### config.mk
export PLATFORM = sky130hd
export DESIGN_NAME = fifo_to_mem_flat
export DESIGN_NICKNAME = d
export VERILOG_FILES = /design/src/replay_pkg.sv /design/src/beat_if.sv /design/src/fifo_to_mem.sv /design/src/flat_wrapper.sv
export VERILOG_INCLUDE_DIRS = /design/src
export SDC_FILE = /design/constraint.sdc
export NUM_CORES = 1
export LEC_CHECK = 0
export ABC_AREA = 1
export BUFFER_PORTS_ARGS = -buffer_cell sky130_fd_sc_hd__buf_2
export CAP_MARGIN = 5
export CORE_ASPECT_RATIO = 2
export CORE_MARGIN = 1
export CORE_UTILIZATION = 30
export DETAILED_ROUTE_END_ITERATION = 7
export SLEW_MARGIN = 20
export SYNTH_ARGS = -nofsm -noshare
export SYNTH_HDL_FRONTEND = slang
export SYNTH_SLANG_ARGS = --single-unit
### constraint.sdc
create_clock -name clk -period 2.55 [get_ports clk]
set_input_delay 0.1275 -clock clk [delete_from_list [all_inputs] [get_ports clk]]
set_output_delay 0.1275 -clock clk [all_outputs]
set_load 0.02 [all_outputs]
### src/replay_settings.svh
`ifndef REPLAY_SETTINGS_SVH
`define REPLAY_SETTINGS_SVH

// Number of replay queues, must equal 2 ** REPLAY_QIDX_W
`define REPLAY_NUM_Q 4

// Width of a queue number
`define REPLAY_QIDX_W 2

// Word offset inside one queue region, 64 words per queue
`define REPLAY_SLOT_W 6

`define REPLAY_DATA_W 32

// Free words a queue needs before a new packet is admitted
`define REPLAY_MAX_PKT 8

`endif
### src/replay_pkg.sv
`default_nettype none

`include "replay_settings.svh"

package replay_pkg;

  typedef logic [`REPLAY_QIDX_W-1:0] qid_t;

  // Slot offset plus a wrap bit so a full ring differs from an empty one
  typedef logic [`REPLAY_SLOT_W:0] qptr_t;
  typedef qptr_t [`REPLAY_NUM_Q-1:0] qptr_arr_t;

  typedef logic [`REPLAY_DATA_W-1:0] word_t;

  // Queue number above the slot offset
  typedef logic [`REPLAY_QIDX_W+`REPLAY_SLOT_W-1:0] mem_addr_t;

  typedef enum logic [1:0] {WR_IDLE, WR_PKT, WR_DROP} wr_state_e;
  typedef enum logic [1:0] {RD_PICK, RD_FETCH, RD_SEND} rd_state_e;

endpackage

`default_nettype wire

### src/beat_if.sv
`timescale 1ns/10ps
`default_nettype none

interface beat_if import replay_pkg::*; ();

  word_t data;
  qid_t  qid;
  // Marks the final beat of a packet
  logic  last;
  logic  valid;
  logic  ready;

  modport source (
    output data, qid, last, valid,
    input  ready
  );

  modport sink (
    input  data, qid, last, valid,
    output ready
  );

endinterface

`default_nettype wire

### src/fifo_to_mem.sv
`timescale 1ns/10ps
`default_nettype none

`include "replay_settings.svh"

module fifo_to_mem import replay_pkg::*; (
  input  logic        clk,
  input  logic        rst,
  beat_if.sink        beats,
  input  qptr_arr_t   heads,
  output qptr_arr_t   tails,
  output logic        wr_en,
  output mem_addr_t   wr_addr,
  output word_t       wr_data,
  output logic [15:0] drop_count
);

  // Highest occupancy that still leaves room for a full packet
  localparam int ADMIT_MAX = (1 << `REPLAY_SLOT_W) - `REPLAY_MAX_PKT;

  wr_state_e state;
  wr_state_e state_next;
  qid_t      cur_q;
  // Write pointers, ahead of the published tails while a write is in flight
  qptr_arr_t wptr;
  qptr_t     occupancy;
  logic      accept;
  logic      admit;

  // Occupancy of the queue named by the waiting beat
  assign occupancy = wptr[beats.qid] - heads[beats.qid];
  assign admit     = (occupancy <= qptr_t'(ADMIT_MAX));

  // No beat is taken during the decide cycle
  assign beats.ready = (state == WR_PKT) || (state == WR_DROP);
  assign accept      = beats.valid && beats.ready;

  always_comb begin
    state_next = state;
    case (state)
      WR_IDLE: begin
        if (beats.valid) begin
          state_next = admit ? WR_PKT : WR_DROP;
        end
      end
      WR_PKT, WR_DROP: begin
        if (accept && beats.last) begin
          state_next = WR_IDLE;
        end
      end
      default: begin
        state_next = WR_IDLE;
      end
    endcase
  end

  always_ff @(posedge clk) begin
    if (rst) begin
      state      <= WR_IDLE;
      cur_q      <= '0;
      wptr       <= '0;
      tails      <= '0;
      wr_en      <= 1'b0;
      drop_count <= '0;
    end else begin
      state <= state_next;
      wr_en <= accept && (state == WR_PKT);
      // Tails catch up on the edge that commits the write
      tails <= wptr;
      if (state == WR_IDLE && beats.valid) begin
        cur_q <= beats.qid;
      end
      if (accept && state == WR_PKT) begin
        wptr[cur_q] <= wptr[cur_q] + 1'b1;
      end
      // Whole packet dropped, counted on its last beat
      if (accept && state == WR_DROP && beats.last) begin
        drop_count <= drop_count + 16'd1;
      end
    end
  end

  // Write address and data, registered one cycle behind the accept
  always_ff @(posedge clk) begin
    if (accept) begin
      wr_addr <= {cur_q, wptr[cur_q][`REPLAY_SLOT_W-1:0]};
      wr_data <= beats.data;
    end
  end

endmodule

`default_nettype wire

### src/flat_wrapper.sv
// flat-port wrapper written by rule: the top's interface ports become plain ports
module fifo_to_mem_flat import replay_pkg::*;
  (clk, rst, heads, tails, wr_en, wr_addr, wr_data, drop_count, beats_data, beats_qid, beats_last, beats_valid, beats_ready);
  beat_if beats_i ();
  input  logic clk;
  input  logic rst;
  input  qptr_arr_t heads;
  output qptr_arr_t tails;
  output logic wr_en;
  output mem_addr_t wr_addr;
  output word_t wr_data;
  output logic [15:0] drop_count;
  input wire logic [$bits(beats_i.data)-1:0] beats_data;
  input wire logic [$bits(beats_i.qid)-1:0] beats_qid;
  input wire logic [$bits(beats_i.last)-1:0] beats_last;
  input wire logic [$bits(beats_i.valid)-1:0] beats_valid;
  output wire logic [$bits(beats_i.ready)-1:0] beats_ready;
  assign beats_i.data = beats_data;
  assign beats_i.qid = beats_qid;
  assign beats_i.last = beats_last;
  assign beats_i.valid = beats_valid;
  assign beats_ready = beats_i.ready;
  fifo_to_mem u_core (.clk(clk), .rst(rst), .beats(beats_i), .heads(heads), .tails(tails), .wr_en(wr_en), .wr_addr(wr_addr), .wr_data(wr_data), .drop_count(drop_count));
endmodule
==> results.tsv <==
stage	metric	value	unit
clock_network	post-CTS repair timing setup buffer count	0	
synth	Synth area leader	dfxtp_1	
global_route	Total GRT Usage	18.2	%
floorplanning	area of the die	18100	um^2
final_layout	design area	7240	um^2
pwr	power density over the cells	741	nW/um^2
synth	cells after synthesis	635	
sta	number of setup violations in the final report	0	
clock_network	H-tree levels	4	
sta	Final Hold Violating Endpoints	0	
sta	sum of negative setup slack	0	ns
floorplanning	Placeable Area	17200	um^2
sta	slew of the pin with the lowest slew margin	0.726	ns
detailed_routing	post-detailed-route wirelength per cell	14.7	um
setup_path	type of destination of the critical path	flip-flop	
floorplanning	number of top-level pins	152	
place	Setup Slack @ Placement	0.284	ns
min_path	Hold Crit Class	primary input to flip-flop	
detailed_routing	final routed wirelength across all metal layers	15.5	mm
place	quantity of I/O buffers inserted on ports	151	
detailed_routing	number of design rule violations left after detail routing	0	
sta	headroom to the max-slew limit	51.5	%
sta	Final Critical Period	2.23	ns
synth	netlist area before placement	5260	um^2
synth	cell with the most instances after synthesis	nand2_1	
clock_network	clock tree from TritonCTS	done	
synth	mean instance size in the synthesized netlist	8.28	um^2
synth	nets in the synthesized netlist	712	
synth	top-area cell type share of the netlist area	29.3	%
synth	number of enable flip-flop cells after synthesis	40	
final_layout	growth of design area from synthesis to finish	37.7	%
sta	FMAX	0.449	GHz
synth	part of the Yosys area used for sequential elements	52.2	%
clock_network	clock latency reported for the late side of the worst-skew pair	0.41	ns
detailed_routing	Pre-antenna DRT Iters	5	
clock_network	post-cts gate resize count	0	
floorplanning	die width	95.6	um
final_layout	final core utilization	42.1	%
clock_network	number of buffers created by CTS	17	
synth	commonest cells in the synthesized netlist	nand2_1, inv_1, dfxtp_1	
final_layout	layout cell share with drive strength beyond 1	27.7	%
floorplanning	starting utilization of the core area	30.6	%
pwr	Max rail drop VDD	447	uV
final_layout	number of inserted diodes	0	
setup_path	arrival time at the worst endpoint	2.53	ns
global_route	antenna violations before repair	0	
setup_path	launching element of the worst setup path	u_core.cur_q[1]$_SDFFE_PP0P_	
final_layout	net total in the final layout	908	
clock_network	clk slew on worst S/H paths	0.05	ns
min_path	source of the worst hold timing path	beats_valid	
sta	Setup WS post-layout	0.323	ns
setup_path	Setup CP Type	flip-flop to flip-flop	
pwr	Leak	3.32	nW
detailed_routing	vias per std cell	4.57	
status	run status	finished clean	
detailed_routing	Detailed Route Iter0 Violations	215	
setup_path	maximum net fanout on the critical path	8	
setup_path	startpoint of the worst register-to-register path	u_core.cur_q[1]$_SDFFE_PP0P_	
place	cell count after placement	990	
global_route	via count of the first global-routing pass	5072	
synth	synthesis warning total	0	
synth	count of unique library cells instantiated by Yosys	37	
global_route	pin count of the biggest net entering global routing	41	
job	number of maximum-capacitance constraint violations	0	
synth	Synth async-reset ratio	0	%
sta	max-slew violation total from the final report	0	
sta	RSZ-0062 raised after global routing	no	
clock_network	cell at the root of the clock tree	clkbuf_16	
global_route	remaining global-route overflow	0	
clock_network	Sinks on Clock Net	117	
synth	ys flop type	dfxtp_1	
global_route	global-route wire length before repair	24.5	mm
setup_path	register-to-register path setup slack	0.32	ns
place	Post-DP Area	6280	um^2
sta	worst hold slack across all endpoints	0.147	ns
detailed_routing	remaining number of nets flagged by the antenna check after routing	0	
floorplanning	Die Span Y	189	um
floorplanning	number of rows in the core area	68	
setup_path	data required time of the worst path	2.85	ns
sta	period utilization	87.3	%
pwr	total power	5.37	mW
place	global placer's final weighted congestion	0.903	
place	HPWL after detailed placement	11.9	mm
clock_network	CTS Buffer Depth	2	
synth	leading cell types by total area after synthesis	dfxtp_1, edfxtp_1, nand2_1, a21oi_1, inv_1	
final_layout	Cell Count, Final, Fillers Out	1054	
detailed_routing	vias after detailed routing	4816	
sta	clock skew	0.00867	ns
synth	#FFs+latches synth	117	
setup_path	Critical Path Start Type	flip-flop	
## flip-flops by register name, indices dropped and copies added, names as in the netlist
signal             count
u_core.wr_en           1
u_core.wr_addr         8
u_core.drop_count     16
u_core.wr_data        32
u_core.cur_q           2
u_core.state           2
u_core.wptr           28
u_core.tails          28
## kinds of logic after synthesis
family / Yosys count / synth area share, %
simple gates: 270 / 23.8
compound gates: 121 / 12.5
flops: 117 / 52.2
buf+inv: 114 / 8.57
fa+ha+maj: 11 / 2.62
xor+xnor: 2 / 0.333
## worst max-delay path, cell delays in order, from the launching register on
cell and delay [ns]:
dfxtp_1 0.53, inv_2 0.14, nor2_4 0.19, a21oi_1 0.09, nand2_1 0.23, ha_1 0.24, inv_1 0.10, nor2_8 0.16
nand3_2 0.09, nand2_2 0.10, nand3_1 0.08, nand2_1 0.10, inv_1 0.05
## path summary, 6_finish.rpt
kind	endpoint	cells past startpoint
max	u_core.wptr[6]$_SDFFE_PP0P_	12
min	u_core.state[0]$_SDFFE_PP0P_	4
max reg2reg	u_core.wptr[6]$_SDFFE_PP0P_	12
min reg2reg	u_core.tails[14]$_SDFF_PP0_	2
## repair_timing
action | CTS | global route
hold buffers | 32 | 0
endpoints found under the hold margin | 32 | 0
setup endpoints to repair | 0 | 0
## power breakdown
group	internal (mW)	leakage, nW	switching [mW]
Combinational	0.252	2.03	0.472
Clock	1.67	0.305	0.869
Sequential	2.06	0.987	0.0455
Total	3.98	3.32	1.39
## layout make-up
class                           count  area (um^2)
Fill cell                        1781         9950
Tap cell                          210          263
Clock inverter                     14          196
Timing Repair Buffer              193         1150
Multi-Input combinational cell    404         2070
Inverter                           98          383
Sequential cell                   117         2740
Clock buffer                       18          439
## layout by cell type (no fill, tap or decap), types with 3 or more instances in the layout
cell / netlist / final
nand3_1: 26 / 26
o22ai_1: 3 / 3
nand2_2: 12 / 12
nor2_4: 4 / 4
nand2_1: 133 / 133
dlygate4sd3_1: 1 / 32
nand2_4: 3 / 3
inv_1: 92 / 91
buf_4: 0 / 10
nor3_1: 8 / 8
edfxtp_1: 40 / 40
inv_2: 4 / 4
a32o_1: 5 / 5
nand3_2: 5 / 5
ha_1: 11 / 11
clkbuf_16: 0 / 17
nor2_2: 6 / 6
bufinv_16: 0 / 4
o21ai_0: 32 / 32
inv_6: 0 / 4
nor2_8: 3 / 3
dfxtp_1: 77 / 77
a21oi_1: 73 / 73
buf_2: 1 / 151
nor2_1: 65 / 65
## layer usage
metal | track usage, % | vias to the layer above | routed length (um)
li1 | - | 2444 | -
met1 | 15.0 | 2188 | 5020
met2 | 35.5 | 142 | 9080
met3 | 3.98 | 42 | 643
met4 | 13.3 | 0 | 754
met5 | 0 | - | 0
No activity file was read; power rests on OpenSTA's default activity.
