$ cat src/replay_settings.svh
`ifndef REPLAY_SETTINGS_SVH
`define REPLAY_SETTINGS_SVH

// Number of replay queues, must equal 2 ** REPLAY_QIDX_W
`define REPLAY_NUM_Q 4

// Width of a queue number
`define REPLAY_QIDX_W 2

// Word offset inside one queue region, 64 words per queue
`define REPLAY_SLOT_W 6

`define REPLAY_DATA_W 32

// Free words a queue needs before a new packet is admitted
`define REPLAY_MAX_PKT 8

`endif
$ cat src/replay_pkg.sv
`default_nettype none

`include "replay_settings.svh"

package replay_pkg;

  typedef logic [`REPLAY_QIDX_W-1:0] qid_t;

  // Slot offset plus a wrap bit so a full ring differs from an empty one
  typedef logic [`REPLAY_SLOT_W:0] qptr_t;
  typedef qptr_t [`REPLAY_NUM_Q-1:0] qptr_arr_t;

  typedef logic [`REPLAY_DATA_W-1:0] word_t;

  // Queue number above the slot offset
  typedef logic [`REPLAY_QIDX_W+`REPLAY_SLOT_W-1:0] mem_addr_t;

  typedef enum logic [1:0] {WR_IDLE, WR_PKT, WR_DROP} wr_state_e;
  typedef enum logic [1:0] {RD_PICK, RD_FETCH, RD_SEND} rd_state_e;

endpackage

`default_nettype wire

$ cat src/mem_to_fifo.sv
`timescale 1ns/10ps
`default_nettype none

`include "replay_settings.svh"

module mem_to_fifo import replay_pkg::*; (
  input  logic      clk,
  input  logic      rst,
  input  qptr_arr_t tails,
  output qptr_arr_t heads,
  output logic      rd_en,
  output mem_addr_t rd_addr,
  input  word_t     rd_data,
  output word_t     out_data,
  output qid_t      out_qid,
  output logic      out_valid,
  input  logic      out_ready
);

  rd_state_e state;
  // Queue being served, or the last one served while picking
  qid_t      cur_q;
  qid_t      pick_q;
  logic      pick_found;

  // Round robin search starting after the last queue served
  always_comb begin
    pick_found = 1'b0;
    pick_q     = cur_q;
    for (int i = 1; i <= `REPLAY_NUM_Q; i++) begin
      if (!pick_found && tails[qid_t'(cur_q + i)] != heads[qid_t'(cur_q + i)]) begin
        pick_found = 1'b1;
        pick_q     = qid_t'(cur_q + i);
      end
    end
  end

  assign rd_en   = (state == RD_PICK) && pick_found;
  assign rd_addr = {pick_q, heads[pick_q][`REPLAY_SLOT_W-1:0]};

  assign out_valid = (state == RD_SEND);
  assign out_qid   = cur_q;

  always_ff @(posedge clk) begin
    if (rst) begin
      state <= RD_PICK;
      // First search then begins at queue 0
      cur_q <= qid_t'(`REPLAY_NUM_Q - 1);
      heads <= '0;
    end else begin
      case (state)
        RD_PICK: begin
          if (pick_found) begin
            cur_q <= pick_q;
            state <= RD_FETCH;
          end
        end
        RD_FETCH: begin
          state <= RD_SEND;
        end
        RD_SEND: begin
          // Head moves only once the word is taken
          if (out_ready) begin
            heads[cur_q] <= heads[cur_q] + 1'b1;
            state        <= RD_PICK;
          end
        end
        default: begin
          state <= RD_PICK;
        end
      endcase
    end
  end

  always_ff @(posedge clk) begin
    if (state == RD_FETCH) begin
      out_data <= rd_data;
    end
  end

endmodule

`default_nettype wire

$ cat config.mk
export PLATFORM = sky130hd
export DESIGN_NAME = mem_to_fifo
export DESIGN_NICKNAME = d
export VERILOG_FILES = /design/src/replay_pkg.sv /design/src/mem_to_fifo.sv
export VERILOG_INCLUDE_DIRS = /design/src
export SDC_FILE = /design/constraint.sdc
export NUM_CORES = 1
export LEC_CHECK = 0
export BUFFER_PORTS_ARGS = -buffer_cell sky130_fd_sc_hd__buf_2
export CAP_MARGIN = 20
export CORE_MARGIN = 2
export CORE_UTILIZATION = 30
export CTS_CLUSTER_DIAMETER = 30
export DETAILED_ROUTE_END_ITERATION = 8
export HOLD_SLACK_MARGIN = 0.15
export PLACE_DENSITY = 0.53
export SYNTH_ARGS = -nofsm -noshare
export SYNTH_HDL_FRONTEND = slang
export SYNTH_SLANG_ARGS = --single-unit
$ cat constraint.sdc
create_clock -name clk -period 3.5 [get_ports clk]
set_input_delay 0.35 -clock clk [delete_from_list [all_inputs] [get_ports clk]]
set_output_delay 0.35 -clock clk [all_outputs]
set_load 0.005 [all_outputs]
==> results of run 1 <==
## metrics by stage
stage | power, mW | area [sq um] | setup slack (ns) | std cells | util
2_1_floorplan | 1.16 | 3380 | 0.828 | 272 | -
3_3_place_gp | 1.36 | 4220 | 0.426 | 538 | 0.386
6_report | 2.22 | 4540 | 0.217 | 553 | 0.415
4_1_cts | 2.25 | 4510 | 0.142 | 553 | 0.412
3_5_place_dp | 1.36 | 4220 | 0.434 | 538 | 0.386
5_1_grt | 2.33 | 4540 | 0.0119 | 553 | 0.415
## final cells by class
class                      count  area [sq um]  share of cell area
clock buffer                  11           243              0.0535
inverter                       7          40.0             0.00883
timing repair buffer         141           736               0.162
multi-input combinational    186          1690               0.373
clock inverter                 4          46.3              0.0102
tap                          140           175              0.0386
sequential                    64          1600               0.353
## sequential cells by signal, indices dropped and copies added (netlist names)
signal,cells
heads,28
out_data,32
state,2
out_qid,2
## cell families after synthesis
kind of cell,synth area share
AND/OR/NAND/NOR,0.111
flip-flops,0.474
AO/OA/AOI/OAI,0.0970
XOR/XNOR,0.109
multiplexers,0.157
buffers and inverters,0.0333
adder cells (fa/ha/maj),0.0185
## synthesized netlist by cell type, drive strengths merged, types with 2 or more instances
cell and number:
mux4 20, inv 6, nor2b 3, o21ai 2, a211o 2, nand4 3
nor4 3, mux2i 5, ha 5, nor2 37, o22ai 2, nand2b 4
dfxtp 32, edfxtp 32, a211oi 24, nand2 8, nand3 3, nor3 4
and3 5, xor2 13, xnor2 27, clkbuf 11, buf 4
## worst max-delay path, delay by kind of cell, from the launching register on
kind	cells	cell delay, ns
xor+xnor	2	0.38
buf+inv	2	0.33
simple gates	2	0.46
mux	3	0.95
compound gates	1	0.15
flops	1	0.34
## final timing paths
path / end / slack (ns) / cells after the start
setup reg to reg: out_qid[1] / 0.92 / 8
hold / removal: out_data[14] / 0.21 / 1
setup / recovery: rd_addr[0] / 0.22 / 10
hold reg to reg: heads[18] / 0.55 / 2
## power groups by stage
stage | combinational (mW) | clock (mW) | sequential, mW
after global placement | 0.482 | 0 | 0.878
after CTS | 0.483 | 0.907 | 0.863
final | 0.481 | 0.879 | 0.863
after detailed placement | 0.481 | 0 | 0.879
after floorplan | 0.283 | 0 | 0.880
after global routing | 0.523 | 0.939 | 0.868
## routing by layer
metal,part of all wire,global-route usage
met1,0.46,0.251
met2,0.43,0.254
met3,0.10,0.0429
met4,0.0089,0.0464
met5,0,0
## timing repair
item	in CTS	in global routing
buffers inserted	0	0
gates resized for setup	0	6
endpoints found under the setup margin	0	3
==> flow_metrics.tcl, run 1 <==
set metrics [dict create \
    powerDensity_nw_per_um2 490 \
    syn_avg_cell_area_sq_um 12.4 \
    cp.required_ns 3.15 \
    rsz0062_at_grt "no" \
    cts_tree "done" \
    nNetsFinal 477 \
    p_int_mw 1.63 \
    cp.arrival_ns 2.93 \
    tightest_slew_ns 0.684 \
    vdd_drop_max_mv 0.268 \
    r2r_start "out_qid[0]" \
    dp_hpwl_mm 7.78 \
    final_common_cell "buf_2" \
    remaining_drc_errors 0 \
    antenna_cells 0 \
    synth_warnings 0 \
    grt_start_max_net_pins 33 \
    p_sw_uw 589 \
    synthCells 272 \
    status "completed" \
    num_rows 38 \
    syn2layout_area_growth_pct 34.2 \
    hold_path_class "input pin to flip-flop" \
    synthesis.area_sq_um 3380 \
    setup_viol 0 \
    dr_total_vias 2819 \
    max_slew_margin 0.544 \
    cts_buffers 9 \
    grt_overflow 0 \
    layout_min_cycle_time_ns 3.28 \
    ant_nets 0 \
    pwr-share-comb 0.216 \
    drtIter0Drc 139 \
    grt_use_total 0.172 \
    via_per_inst 5.10 \
    cts_num_sinks 64 \
    async_flop_share 0 \
    drv_slew 0 \
    synth-main-ff-cell "edfxtp_1" \
    drive_above_1_share 0.460 \
    fmax_mhz 305 \
    detail_route.wl_per_cell_um 18.7 \
    hp-start "rd_data[14]" \
    fin_skew_ns 0.00791 \
    routed_wl_mm 10.3 \
    hold_violations 0 \
    fin_crit_sh 0.938 \
    cp-start-kind "flip-flop" \
    io_pins 135 \
    slowest_delay_ns 0.49 \
    p_leak_nw 1.87 \
    synth.largest_area_cell "edfxtp_1" \
    fin_tns_setup_ns 0 \
    grt_first_pass_wirelength_mm 15.3 \
    antenna_found_initial 0 \
    cts-hold-fix-buffers 0 \
    gp_congestion 0.860 \
    yosysSeqAreaShare 0.474 \
    worstSetupPathType "flip-flop to primary output" \
    core-area_sq_um 10900 \
    die_h_um 110 \
    ys_seq_elements 64 \
    crit_path_end_kind "primary output" \
    insertion_delay_ns 0.32 \
    synth_edf_count 32 \
    die-area_sq_um 12100 \
    yosys.area.top_type_share 0.284 \
    grt_pass1_vias 2619 \
    power_frac_clock 0.395 \
    switching_share 0.265 \
    startpoint "heads[18]" \
    htree_levels 3 \
    synth_cell_types 49 \
    drv_cap 0 \
    cp_slowest_cell "mux4_2" \
    hold_ws_ns 0.205 \
    cts-root-buf "clkbuf_16" \
    path_clk_slew_ns 0.06 \
    syn_nets 340 \
    die_w_um 110 \
    crit_chain "xnor2_1, nand4_1, nor3_2, mux2i_2, mux2_4, o22ai_4, xnor2_4, buf_4, mux4_2, buf_2" \
    port_buffers 134 \
    crit_path_max_fanout 5 \
    yosys-top-cells-area "edfxtp_1 (28%), dfxtp_1 (19%), mux4_2 (11%), xnor2_1 (6.7%), a211oi_1 (5.3%)" \
    nFillCells 1065 \
    clockBufferDepth 2 \
    start_util 0.309 \
    final_cell_mix "buf_2 (134), nor2_1 (37), edfxtp_1 (32)" \
    firstDrtPassIters 4 \
    power_frac_seq 0.388 \
]
(Power assumes the default switching activity.)
==> inputs of run 2 (changes only) <==
--- a/config.mk
+++ b/config.mk
@@ -8,12 +8,14 @@
 export LEC_CHECK = 0
 export BUFFER_PORTS_ARGS = -buffer_cell sky130_fd_sc_hd__buf_2
 export CAP_MARGIN = 20
+export CELL_PAD_IN_SITES_DETAIL_PLACEMENT = 1
+export CELL_PAD_IN_SITES_GLOBAL_PLACEMENT = 2
 export CORE_MARGIN = 2
 export CORE_UTILIZATION = 30
 export CTS_CLUSTER_DIAMETER = 30
 export DETAILED_ROUTE_END_ITERATION = 8
 export HOLD_SLACK_MARGIN = 0.15
-export PLACE_DENSITY = 0.53
+export PLACE_DENSITY = 0.78
 export SYNTH_ARGS = -nofsm -noshare
 export SYNTH_HDL_FRONTEND = slang
 export SYNTH_SLANG_ARGS = --single-unit
==> flow_metrics.tcl, run 2 (synthesized netlist as in run 1, its figures left out) <==
set metrics [dict create \
    status "completed" \
    hold_path_depth 1 \
    die-area_sq_um 12100 \
    fin_tns_setup_ns 0 \
    syn2layout_area_growth_pct 33.8 \
    layout_min_cycle_time_ns 3.36 \
    nFillCells 1251 \
    grt_overflow 0 \
    io_pins 135 \
    crit_path_end_kind "primary output" \
    setup_viol 0 \
    clockBufferDepth 2 \
    grt_first_pass_wirelength_mm 16.9 \
    drv_cap 0 \
    htree_levels 3 \
    cts-hold-fix-buffers 0 \
    remaining_drc_errors 0 \
    cts-root-buf "clkbuf_16" \
    hold_ws_ns 0.193 \
    cp.arrival_ns 3.01 \
    cts_buffers 9 \
    power_frac_clock 0.375 \
    switching_share 0.276 \
    hold_path_class "input pin to flip-flop" \
    p_int_mw 1.56 \
    grt_pass1_vias 2948 \
    gp_congestion 0.767 \
    crit_path_max_fanout 6 \
    final_cell_mix "buf_2 (134), nor2_1 (37), dfxtp_1 (32), edfxtp_1 (32), xnor2_1 (25)" \
    p_sw_uw 596 \
    cts_num_sinks 64 \
    final_common_cell "buf_2" \
    rr_endpoint "out_qid[1]" \
    ant_nets 0 \
    die_h_um 110 \
    cp-start-kind "flip-flop" \
    fmax_mhz 298 \
    drtIter0Drc 88 \
    antenna_cells 0 \
    powerDensity_nw_per_um2 478 \
    die_w_um 110 \
    start_util 0.309 \
    rsz0062_at_grt "no" \
    largest_reg_flops 32 \
    port_buffers 134 \
    drv_slew 0 \
    tightest_slew_ns 0.687 \
    p_leak_nw 1.87 \
    cp.required_ns 3.15 \
    via_per_inst 5.10 \
    grt_start_max_net_pins 34 \
    vdd_drop_max_mv 0.191 \
    insertion_delay_ns 0.33 \
    dp_hpwl_mm 8.41 \
    path_clk_slew_ns 0.05 \
    max_slew_margin 0.542 \
    antenna_found_initial 0 \
    power_frac_seq 0.398 \
    reg2reg_slack_ns 0.74 \
    core-area_sq_um 10900 \
    top_register "out_data" \
    nNetsFinal 478 \
    routed_wl_mm 11.0 \
    worstSetupPathType "flip-flop to primary output" \
    dr_total_vias 2832 \
    fin_util 0.413 \
    r2r_cells 8 \
    cts_tree "done" \
    grt_use_total 0.191 \
    r2r_start "out_qid[0]" \
    min_to "out_data[20]" \
    detail_route.wl_per_cell_um 19.8 \
    drive_above_1_share 0.458 \
    fin_skew_ns 0.00507 \
    pwr-share-comb 0.227 \
    fin_crit_sh 0.960 \
    reg_top3 "out_data: 32 flops, heads: 28 flops" \
    hold_violations 0 \
    num_rows 38 \
    firstDrtPassIters 4 \
    hp-start "rd_data[20]" \
]
run 2: timing repair:
| item | CTS | global route |
|---|---|---|
| gates resized for setup | 0 | 4 |
| setup endpoints to repair | 3 | 6 |
| buffers inserted | 4 | 0 |
| pin swaps | 1 | 0 |
run 2: stage by stage:
step                instance area (sq um)  instances  power, mW  setup slack (ns)
detailed placement                   4190        535       1.34             0.241
CTS                                  4500        555       2.18             0.111
floorplan                            3380        272       1.16             0.828
finish                               4520        555       2.16             0.139
global placement                     4190        535       1.33             0.287
global route                         4520        555       2.26           0.00695
run 2: how the worst max path moves through the flow:
stage,start,end
final,heads[0],rd_addr[2]
after global routing,heads[26],rd_addr[2]
after CTS,out_qid[0],rd_addr[2]
after detailed placement,tails[26],rd_addr[1]
after global placement,tails[26],rd_addr[0]
after floorplan,out_qid[1],rd_addr[0]
run 2: final cells by class:
class / instances / area (sq um) / area share
timing repair buffer: 142 / 747 / 0.165
sequential: 64 / 1600 / 0.354
multi-input combinational: 186 / 1690 / 0.373
clock buffer: 12 / 246 / 0.0545
tap: 140 / 175 / 0.0387
inverter: 7 / 40.0 / 0.00886
clock inverter: 4 / 22.5 / 0.00498
run 2: critical path, stage by stage, from the launching register on:
cell	delay, ns
dfxtp_1	0.44
xnor2_1	0.15
nand3_1	0.16
nor3_1	0.36
a41oi_2	0.14
mux2_4	0.34
o22ai_4	0.16
xnor2_4	0.15
buf_12	0.14
mux4_2	0.49
buf_2	0.14
run 2: per-layer routing:
layer	vias to the layer above	global-route usage	wire [um]
met3	24	0.0423	458
met5	-	0	0
met2	81	0.307	5450
met1	1427	0.252	4830
met4	0	0.0705	268
li1	1300	-	-
run 2: power by group through the flow:
stage	Sequential [mW]	Combinational [mW]	Clock (mW)
floorplan	0.880	0.283	0
global placement	0.871	0.462	0
detailed placement	0.874	0.468	0
CTS	0.859	0.493	0.829
global route	0.864	0.534	0.862
finish	0.859	0.491	0.810
