**src/replay_settings.svh**
```systemverilog
`ifndef REPLAY_SETTINGS_SVH
`define REPLAY_SETTINGS_SVH

// Number of replay queues, must equal 2 ** REPLAY_QIDX_W
`define REPLAY_NUM_Q 4

// Width of a queue number
`define REPLAY_QIDX_W 2

// Word offset inside one queue region, 64 words per queue
`define REPLAY_SLOT_W 6

`define REPLAY_DATA_W 32

// Free words a queue needs before a new packet is admitted
`define REPLAY_MAX_PKT 8

`endif
```
**src/replay_pkg.sv**
```systemverilog
`default_nettype none

`include "replay_settings.svh"

package replay_pkg;

  typedef logic [`REPLAY_QIDX_W-1:0] qid_t;

  // Slot offset plus a wrap bit so a full ring differs from an empty one
  typedef logic [`REPLAY_SLOT_W:0] qptr_t;
  typedef qptr_t [`REPLAY_NUM_Q-1:0] qptr_arr_t;

  typedef logic [`REPLAY_DATA_W-1:0] word_t;

  // Queue number above the slot offset
  typedef logic [`REPLAY_QIDX_W+`REPLAY_SLOT_W-1:0] mem_addr_t;

  typedef enum logic [1:0] {WR_IDLE, WR_PKT, WR_DROP} wr_state_e;
  typedef enum logic [1:0] {RD_PICK, RD_FETCH, RD_SEND} rd_state_e;

endpackage

`default_nettype wire

```
**src/beat_if.sv**
```systemverilog
`timescale 1ns/10ps
`default_nettype none

interface beat_if import replay_pkg::*; ();

  word_t data;
  qid_t  qid;
  // Marks the final beat of a packet
  logic  last;
  logic  valid;
  logic  ready;

  modport source (
    output data, qid, last, valid,
    input  ready
  );

  modport sink (
    input  data, qid, last, valid,
    output ready
  );

endinterface

`default_nettype wire

```
**src/ingress_fifo.sv**
```systemverilog
`timescale 1ns/10ps
`default_nettype none

module ingress_fifo import replay_pkg::*; (
  input  logic   clk,
  input  logic   rst,
  input  word_t  in_data,
  input  qid_t   in_qid,
  input  logic   in_last,
  input  logic   in_valid,
  output logic   in_ready,
  beat_if.source beats
);

  localparam int DEPTH = 4;

  word_t      data_q [DEPTH];
  qid_t       qid_q  [DEPTH];
  logic       last_q [DEPTH];
  logic [1:0] wr_ptr;
  logic [1:0] rd_ptr;
  logic [2:0] count;
  logic       init_done;
  logic       push;
  logic       pop;

  // Stays low for one cycle after reset
  assign in_ready = init_done && (count != 3'(DEPTH));
  assign push     = in_valid && in_ready;
  assign pop      = beats.valid && beats.ready;

  assign beats.valid = (count != 3'd0);
  assign beats.data  = data_q[rd_ptr];
  assign beats.qid   = qid_q[rd_ptr];
  assign beats.last  = last_q[rd_ptr];

  always_ff @(posedge clk) begin
    if (rst) begin
      wr_ptr    <= '0;
      rd_ptr    <= '0;
      count     <= '0;
      init_done <= 1'b0;
    end else begin
      init_done <= 1'b1;
      if (push) begin
        wr_ptr <= wr_ptr + 2'd1;
      end
      if (pop) begin
        rd_ptr <= rd_ptr + 2'd1;
      end
      if (push && !pop) begin
        count <= count + 3'd1;
      end else if (pop && !push) begin
        count <= count - 3'd1;
      end
    end
  end

  // Beat storage
  always_ff @(posedge clk) begin
    if (push) begin
      data_q[wr_ptr] <= in_data;
      qid_q[wr_ptr]  <= in_qid;
      last_q[wr_ptr] <= in_last;
    end
  end

endmodule

`default_nettype wire

```
**src/flat_wrapper.sv**
```systemverilog
// flat-port wrapper written by rule: the top's interface ports become plain ports
module ingress_fifo_flat import replay_pkg::*;
  (clk, rst, in_data, in_qid, in_last, in_valid, in_ready, beats_data, beats_qid, beats_last, beats_valid, beats_ready);
  beat_if beats_i ();
  input  logic clk;
  input  logic rst;
  input  word_t in_data;
  input  qid_t in_qid;
  input  logic in_last;
  input  logic in_valid;
  output logic in_ready;
  output wire logic [$bits(beats_i.data)-1:0] beats_data;
  output wire logic [$bits(beats_i.qid)-1:0] beats_qid;
  output wire logic [$bits(beats_i.last)-1:0] beats_last;
  output wire logic [$bits(beats_i.valid)-1:0] beats_valid;
  input wire logic [$bits(beats_i.ready)-1:0] beats_ready;
  assign beats_data = beats_i.data;
  assign beats_qid = beats_i.qid;
  assign beats_last = beats_i.last;
  assign beats_valid = beats_i.valid;
  assign beats_i.ready = beats_ready;
  ingress_fifo u_core (.clk(clk), .rst(rst), .in_data(in_data), .in_qid(in_qid), .in_last(in_last), .in_valid(in_valid), .in_ready(in_ready), .beats(beats_i));
endmodule
```
**config.mk**
```make
export PLATFORM = sky130hd
export DESIGN_NAME = ingress_fifo_flat
export DESIGN_NICKNAME = d
export VERILOG_FILES = /design/src/replay_pkg.sv /design/src/beat_if.sv /design/src/ingress_fifo.sv /design/src/flat_wrapper.sv
export VERILOG_INCLUDE_DIRS = /design/src
export SDC_FILE = /design/constraint.sdc
export NUM_CORES = 1
export LEC_CHECK = 0
export BUFFER_PORTS_ARGS = -buffer_cell sky130_fd_sc_hd__buf_2
export CAP_MARGIN = 20
export CORE_UTILIZATION = 49
export DETAILED_ROUTE_END_ITERATION = 10
export HOLD_SLACK_MARGIN = 0.08
export PLACE_DENSITY = 0.74
export SYNTH_ARGS = -nofsm -noshare
export SYNTH_HDL_FRONTEND = slang
export SYNTH_SLANG_ARGS = --single-unit
```
**constraint.sdc**
```tcl
create_clock -name clk -period 2.6 [get_ports clk]
set_input_delay 0.52 -clock clk [delete_from_list [all_inputs] [get_ports clk]]
set_output_delay 0.52 -clock clk [all_outputs]
set_load 0.005 [all_outputs]
```
==> results of run 1 <==
==> cells by family after synthesis <==
group	count (synthesis)	synth area share, %
adder cells (fa/ha/maj)	6	1.474
AO/OA/AOI/OAI	6	0.9823
buffers and inverters	13	1.964
flip-flops	150	78.59
multiplexers	38	14.96
XOR/XNOR	4	0.6251
AND/OR/NAND/NOR	17	1.406
==> critical path, cell delays in order (launching register included) <==
cell,delay (ns)
dfxtp_2,0.39
buf_12,0.29
mux4_1,0.61
buf_2,0.15
==> report_power, final <==
group	internal [mW]	leakage, nW	total [mW]	switching, mW
clock	1.49	0.270	2.36	0.864
sequential	2.80	1.35	2.89	0.0890
combinational	0.665	0.696	1.21	0.541
total	4.96	2.32	6.45	1.49
==> flip-flops by register name, indices dropped and copies added (netlist names), named ones only <==
| signal | cells |
|---|---|
| u_core.data_q | 128 |
| u_core.qid_q | 8 |
| u_core.last_q | 4 |
| u_core.count | 3 |
| u_core.rd_ptr | 2 |
| u_core.wr_ptr | 2 |
| u_core.init_done | 1 |
==> metal layers <==
layer	wire (um)	GRT usage, %	part of all wire (%)	vias to the layer above
met3	571	5.738	6.4	9
met4	114	7.819	1.3	0
met1	3882	20.59	44	1320
met5	0	0	0	-
li1	-	-	-	1161
met2	4348	25.38	49	88
==> metrics by stage <==
step                      instances  area (um2)  utilization, %  hold WS (ns)
after floorplan                 234        5604               -        0.4677
after global placement          449        6172           56.20        0.4827
after detailed placement        449        6172           56.20        0.4973
after CTS                       480        6743           61.39        0.3102
after global routing            480        6743           61.39        0.3094
final                           480        6743           61.39        0.3267
==> final cells by class <==
type	instances	area, um2
clock buffer	21	440.4
clock inverter	10	130.1
fill	786	4240
inverter	4	15.01
multi-input combinational	71	1095
sequential	150	4407
tap	140	175.2
timing repair buffer	84	480.5
==> final timing paths <==
check,from,end,slack [ns],cells past startpoint
min,in_data[29],u_core.data_q[2][29]$_DFFE_PP_,0.33,1
min reg2reg,u_core.wr_ptr[1]$_SDFFE_PP0P_,u_core.wr_ptr[1]$_SDFFE_PP0P_,0.50,2
max,flip-flop,beats_data[24],0.23,3
max reg2reg,u_core.count[0]$_SDFFE_PP0P_,u_core.count[2]$_SDFFE_PP0P_,0.43,8
==> cells in the final DEF, fill, tap and decap left out, drive strengths merged, types with 2 or more instances in the layout <==
cell,instances
a21oi,2
and2,4
buf,84
bufinv,3
clkbuf,21
clkinv,4
clkinvlp,2
dfxtp,10
edfxtp,140
ha,5
inv,5
mux2i,2
mux4,35
nand2,3
nor2,8
or3,2
xor2,4
==> impl_metrics.env, run 1 <==
export IMPL_post_cts_buffers=0
export IMPL_drtIter0Drc=135
export IMPL_first_pass_iters=4
export IMPL_synth_seq_area_share_pct=78.59
export IMPL_setup_violations=0
export IMPL_worst_slack_ns=0.2304
export IMPL_areaGrowthSynthToFinish_pct=20.32
export IMPL_arrival_ns=1.85
export IMPL_total_leakage_power_nw=2.320
export IMPL_fmax_mhz=422.0
export IMPL_place_congestion=0.6714
export IMPL_layout_drive_gt1_share_pct=42.94
export IMPL_start_util_pct=51.03
export IMPL_ys_seq_elements=150
export IMPL_hold_class="primary input to flip-flop"
export IMPL_tns_ns=0
export IMPL_cts_root_buf="clkbuf_16"
export IMPL_syn_nets=279
export IMPL_async_reset_ff_share_pct=0
export IMPL_clock_latency_ns=0.41
export IMPL_final_hold_viol_count=0
export IMPL_final_max_slew_viol_count=0
export IMPL_p_total_mw=6.451
export IMPL_track_usage_pct=16.34
export IMPL_syn_inst=234
export IMPL_grt_max_degree=36
export IMPL_netlist_area_leader_share_pct=75.02
export IMPL_clk_pin_slew_worst_paths_ns=0.06
export IMPL_die_w_um=108.9
export IMPL_fp_coreArea_um2=10980
export IMPL_antenna_found_initial=0
export IMPL_synthFlopType="edfxtp_1"
export IMPL_pin_count=76
export IMPL_finalCritPeriodShare_pct=91.14
export IMPL_vdd_drop_max_mv=0.5831
export IMPL_drv_cap=0
export IMPL_io_buffer_count=75
export IMPL_htreeDepth=4
export IMPL_synth_area_um2=5604
export IMPL_grt_pass1_wl_um=13450
export IMPL_cts_resized=0
export IMPL_post_synth_top_count_cell="edfxtp_1"
export IMPL_drc_errors=0
export IMPL_syn_avg_cell_area_um2=23.95
export IMPL_critPathMaxFanout=32
export IMPL_cts_sinks=150
export IMPL_worstSetupPathType="flip-flop to output port"
export IMPL_synth_edf_count=140
export IMPL_period_needed_ns=2.370
export IMPL_critPathRequiredTime_ns=2.08
export IMPL_nets=373
export IMPL_via_count=2578
export IMPL_power_density_nw_per_um2=956.7
export IMPL_row_count=38
export IMPL_postRouteAntennaNets=0
export IMPL_cts_tree="done"
export IMPL_cts_buffers=17
export IMPL_slew_headroom_pct=76.79
export IMPL_cts_hold_buffers=0
export IMPL_grt_pass1_vias=2580
export IMPL_rsz0062_at_grt="no"
export IMPL_die_area_um2=11870
export IMPL_yosys_warnings=0
export IMPL_place_ws_ns=0.3545
export IMPL_status="finished clean"
export IMPL_critPathLaunchType="flip-flop"
export IMPL_drt_vias_per_instance=5.371
export IMPL_synth_cell_types=25
export IMPL_fp_dieH_um=108.9
export IMPL_grt_overflow_total=0
export IMPL_cts_buffer_depth=2
export IMPL_synthTopCellsByCount="edfxtp_1, mux4_2, dfxtp_1, nor2_1"
export IMPL_tightest_slew_ns=0.3427
export IMPL_yosys_area_top_type="edfxtp_1"
export IMPL_routedWlPerCell_um=18.58
export IMPL_finClkSkew_ns=0.006576
export IMPL_diodes=0
export IMPL_end_kind="output port"
export IMPL_finalWirelength_um=8916
export IMPL_hpwl_um=5500
export IMPL_yosys_top_cells_area="edfxtp_1, mux4_2, dfxtp_1"
Note: power is estimated with default switching activity, not from simulation.
==> run 2: changes to the inputs <==
CTS_BUF_LIST = sky130_fd_sc_hd__clkbuf_4 sky130_fd_sc_hd__clkbuf_8   (was not set)
==> run 2 against run 1 <==
Against the previous run:
- clock skew is 0.0044 ns higher
- worst setup slack worse by 0.013 ns
- design area is 2.6% lower
- largest cell class unchanged
- hold slack worse by 0.016 ns
- utilization is 1.6 points lower
- flip-flop and latch count stayed put
- total power is 9.4% lower
- via count is 1.0% lower
- sequential share of layout area is 1.8 points higher
==> impl_metrics.env, run 2 (same netlist as run 1, synthesis figures left out) <==
export IMPL_finalWirelength_um=8837
export IMPL_htreeDepth=4
export IMPL_p_comb_share_pct=20.6
export IMPL_place_congestion=0.6714
export IMPL_start_util_pct=51.03
export IMPL_period_needed_ns=2.382
export IMPL_first_pass_iters=5
export IMPL_drc_errors=0
export IMPL_finalCritPeriodShare_pct=91.63
export IMPL_critPathLaunchType="flip-flop"
export IMPL_layout_drive_gt1_share_pct=44.12
export IMPL_antenna_found_initial=0
export IMPL_critPathMaxFanout=32
export IMPL_worst_slack_ns=0.2176
export IMPL_die_area_um2=11870
export IMPL_finClkSkew_ns=0.01098
export IMPL_fp_coreArea_um2=10980
export IMPL_areaGrowthSynthToFinish_pct=17.17
export IMPL_pin_count=76
export IMPL_switchingPower_mw=1.409
export IMPL_end_kind="output port"
export IMPL_final_max_slew_viol_count=0
export IMPL_nets=373
export IMPL_diodes=0
export IMPL_power_density_nw_per_um2=890.2
export IMPL_total_leakage_power_nw=2.246
export IMPL_vdd_drop_max_mv=0.5047
export IMPL_place_ws_ns=0.3545
export IMPL_clock_latency_ns=0.42
export IMPL_cts_buffers=17
export IMPL_fmax_mhz=419.7
export IMPL_grt_pass1_vias=2597
export IMPL_cts_buffer_depth=2
export IMPL_largest_reg_flops=128
export IMPL_via_count=2551
export IMPL_drt_vias_per_instance=5.315
export IMPL_p_int_mw=4.437
export IMPL_worstSetupPathType="flip-flop to output port"
export IMPL_status="finished clean"
export IMPL_clk_pin_slew_worst_paths_ns=0.08
export IMPL_p_seq_share_pct=49.3
export IMPL_fp_dieH_um=108.9
export IMPL_tightest_slew_ns=0.3419
export IMPL_cts_hold_buffers=0
export IMPL_cts_root_buf="clkbuf_8"
export IMPL_final_common_cell="edfxtp_1"
export IMPL_hpwl_um=5500
export IMPL_top_regs="u_core.data_q x128, u_core.qid_q x8, u_core.last_q x4"
export IMPL_mostFrequentLayoutCells="edfxtp_1, buf_2, mux4_2, clkbuf_8"
export IMPL_tns_ns=0
export IMPL_io_buffer_count=75
export IMPL_power_frac_clock_pct=30.1
export IMPL_grt_max_degree=36
export IMPL_final_hold_viol_count=0
export IMPL_row_count=38
export IMPL_hold_class="primary input to flip-flop"
export IMPL_die_w_um=108.9
export IMPL_post_cts_buffers=0
export IMPL_setup_violations=0
export IMPL_critPathRequiredTime_ns=2.08
export IMPL_rsz0062_at_grt="no"
export IMPL_postRouteAntennaNets=0
export IMPL_arrival_ns=1.86
export IMPL_switching_share_pct=24.10
export IMPL_grt_overflow_total=0
export IMPL_cts_resized=0
export IMPL_cts_sinks=150
export IMPL_routedWlPerCell_um=18.41
export IMPL_cts_tree="done"
export IMPL_slew_headroom_pct=76.84
export IMPL_drv_cap=0
export IMPL_regMostFlops="u_core.data_q"
export IMPL_drtIter0Drc=104
export IMPL_grt_pass1_wl_um=13380
export IMPL_track_usage_pct=16.21
-- run 2: cell types whose count changed in the layout (fill, tap and decap cells not counted) --
cell       previous run  this run
clkbuf_16            17         0
clkbuf_8              0        17
clkbuf_1              4         0
clkbuf_4              0         4
-- run 2: layer usage --
layer	up-vias	share of wire (%)	wire length (um)	track usage, %
li1	1160	-	-	-
met1	1310	45	3950	20.49
met2	76	48	4282	25.43
met3	5	6.1	537	5.918
met4	0	0.75	66	6.660
met5	-	0	0	0
-- run 2: critical path, cell delays in order (launching register included) --
cell and delay, ns:
dfxtp_2 0.40, buf_12 0.28, mux4_1 0.61, buf_2 0.15
-- run 2: cell type report --
cell class | instances | area [um2]
inverters | 4 | 15.01
clock buffers | 21 | 264.0
fillers | 809 | 4417
well taps | 140 | 175.2
repair buffers | 84 | 480.5
clock inverters | 10 | 130.1
flip-flops and latches | 150 | 4407
multi-input cells | 71 | 1095
-- run 2: power by group through the flow --
stage | logic [mW] | clock network [mW] | registers [mW]
2_1_floorplan | 0.893 | 0 | 2.91
3_3_place_gp | 1.22 | 0 | 2.93
3_5_place_dp | 1.23 | 0 | 2.94
4_1_cts | 1.24 | 1.81 | 2.88
5_1_grt | 1.33 | 1.91 | 2.90
6_report | 1.21 | 1.76 | 2.88
-- run 2: final timing paths --
| path | from | endpoint | slack, ns | cells past startpoint |
|---|---|---|---|---|
| worst max-delay path | flip-flop | beats_data[24] | 0.22 | 3 |
| worst min-delay path | in_data[29] | u_core.data_q[2][29]$_DFFE_PP_ | 0.31 | 1 |
| worst max register to register | u_core.count[0]$_SDFFE_PP0P_ | u_core.count[2]$_SDFFE_PP0P_ | 0.41 | 8 |
| worst min register to register | u_core.wr_ptr[1]$_SDFFE_PP0P_ | u_core.wr_ptr[1]$_SDFFE_PP0P_ | 0.50 | 2 |
-- run 2: through the flow --
stage	power, mW	hold WS [ns]	cell area (um2)	util, %	std cells
2_1_floorplan	3.800	0.4677	5604	-	234
3_3_place_gp	4.154	0.4827	6172	56.20	449
3_5_place_dp	4.170	0.4973	6172	56.20	449
4_1_cts	5.932	0.2766	6566	59.79	480
5_1_grt	6.138	0.2788	6566	59.79	480
6_report	5.846	0.3107	6566	59.79	480
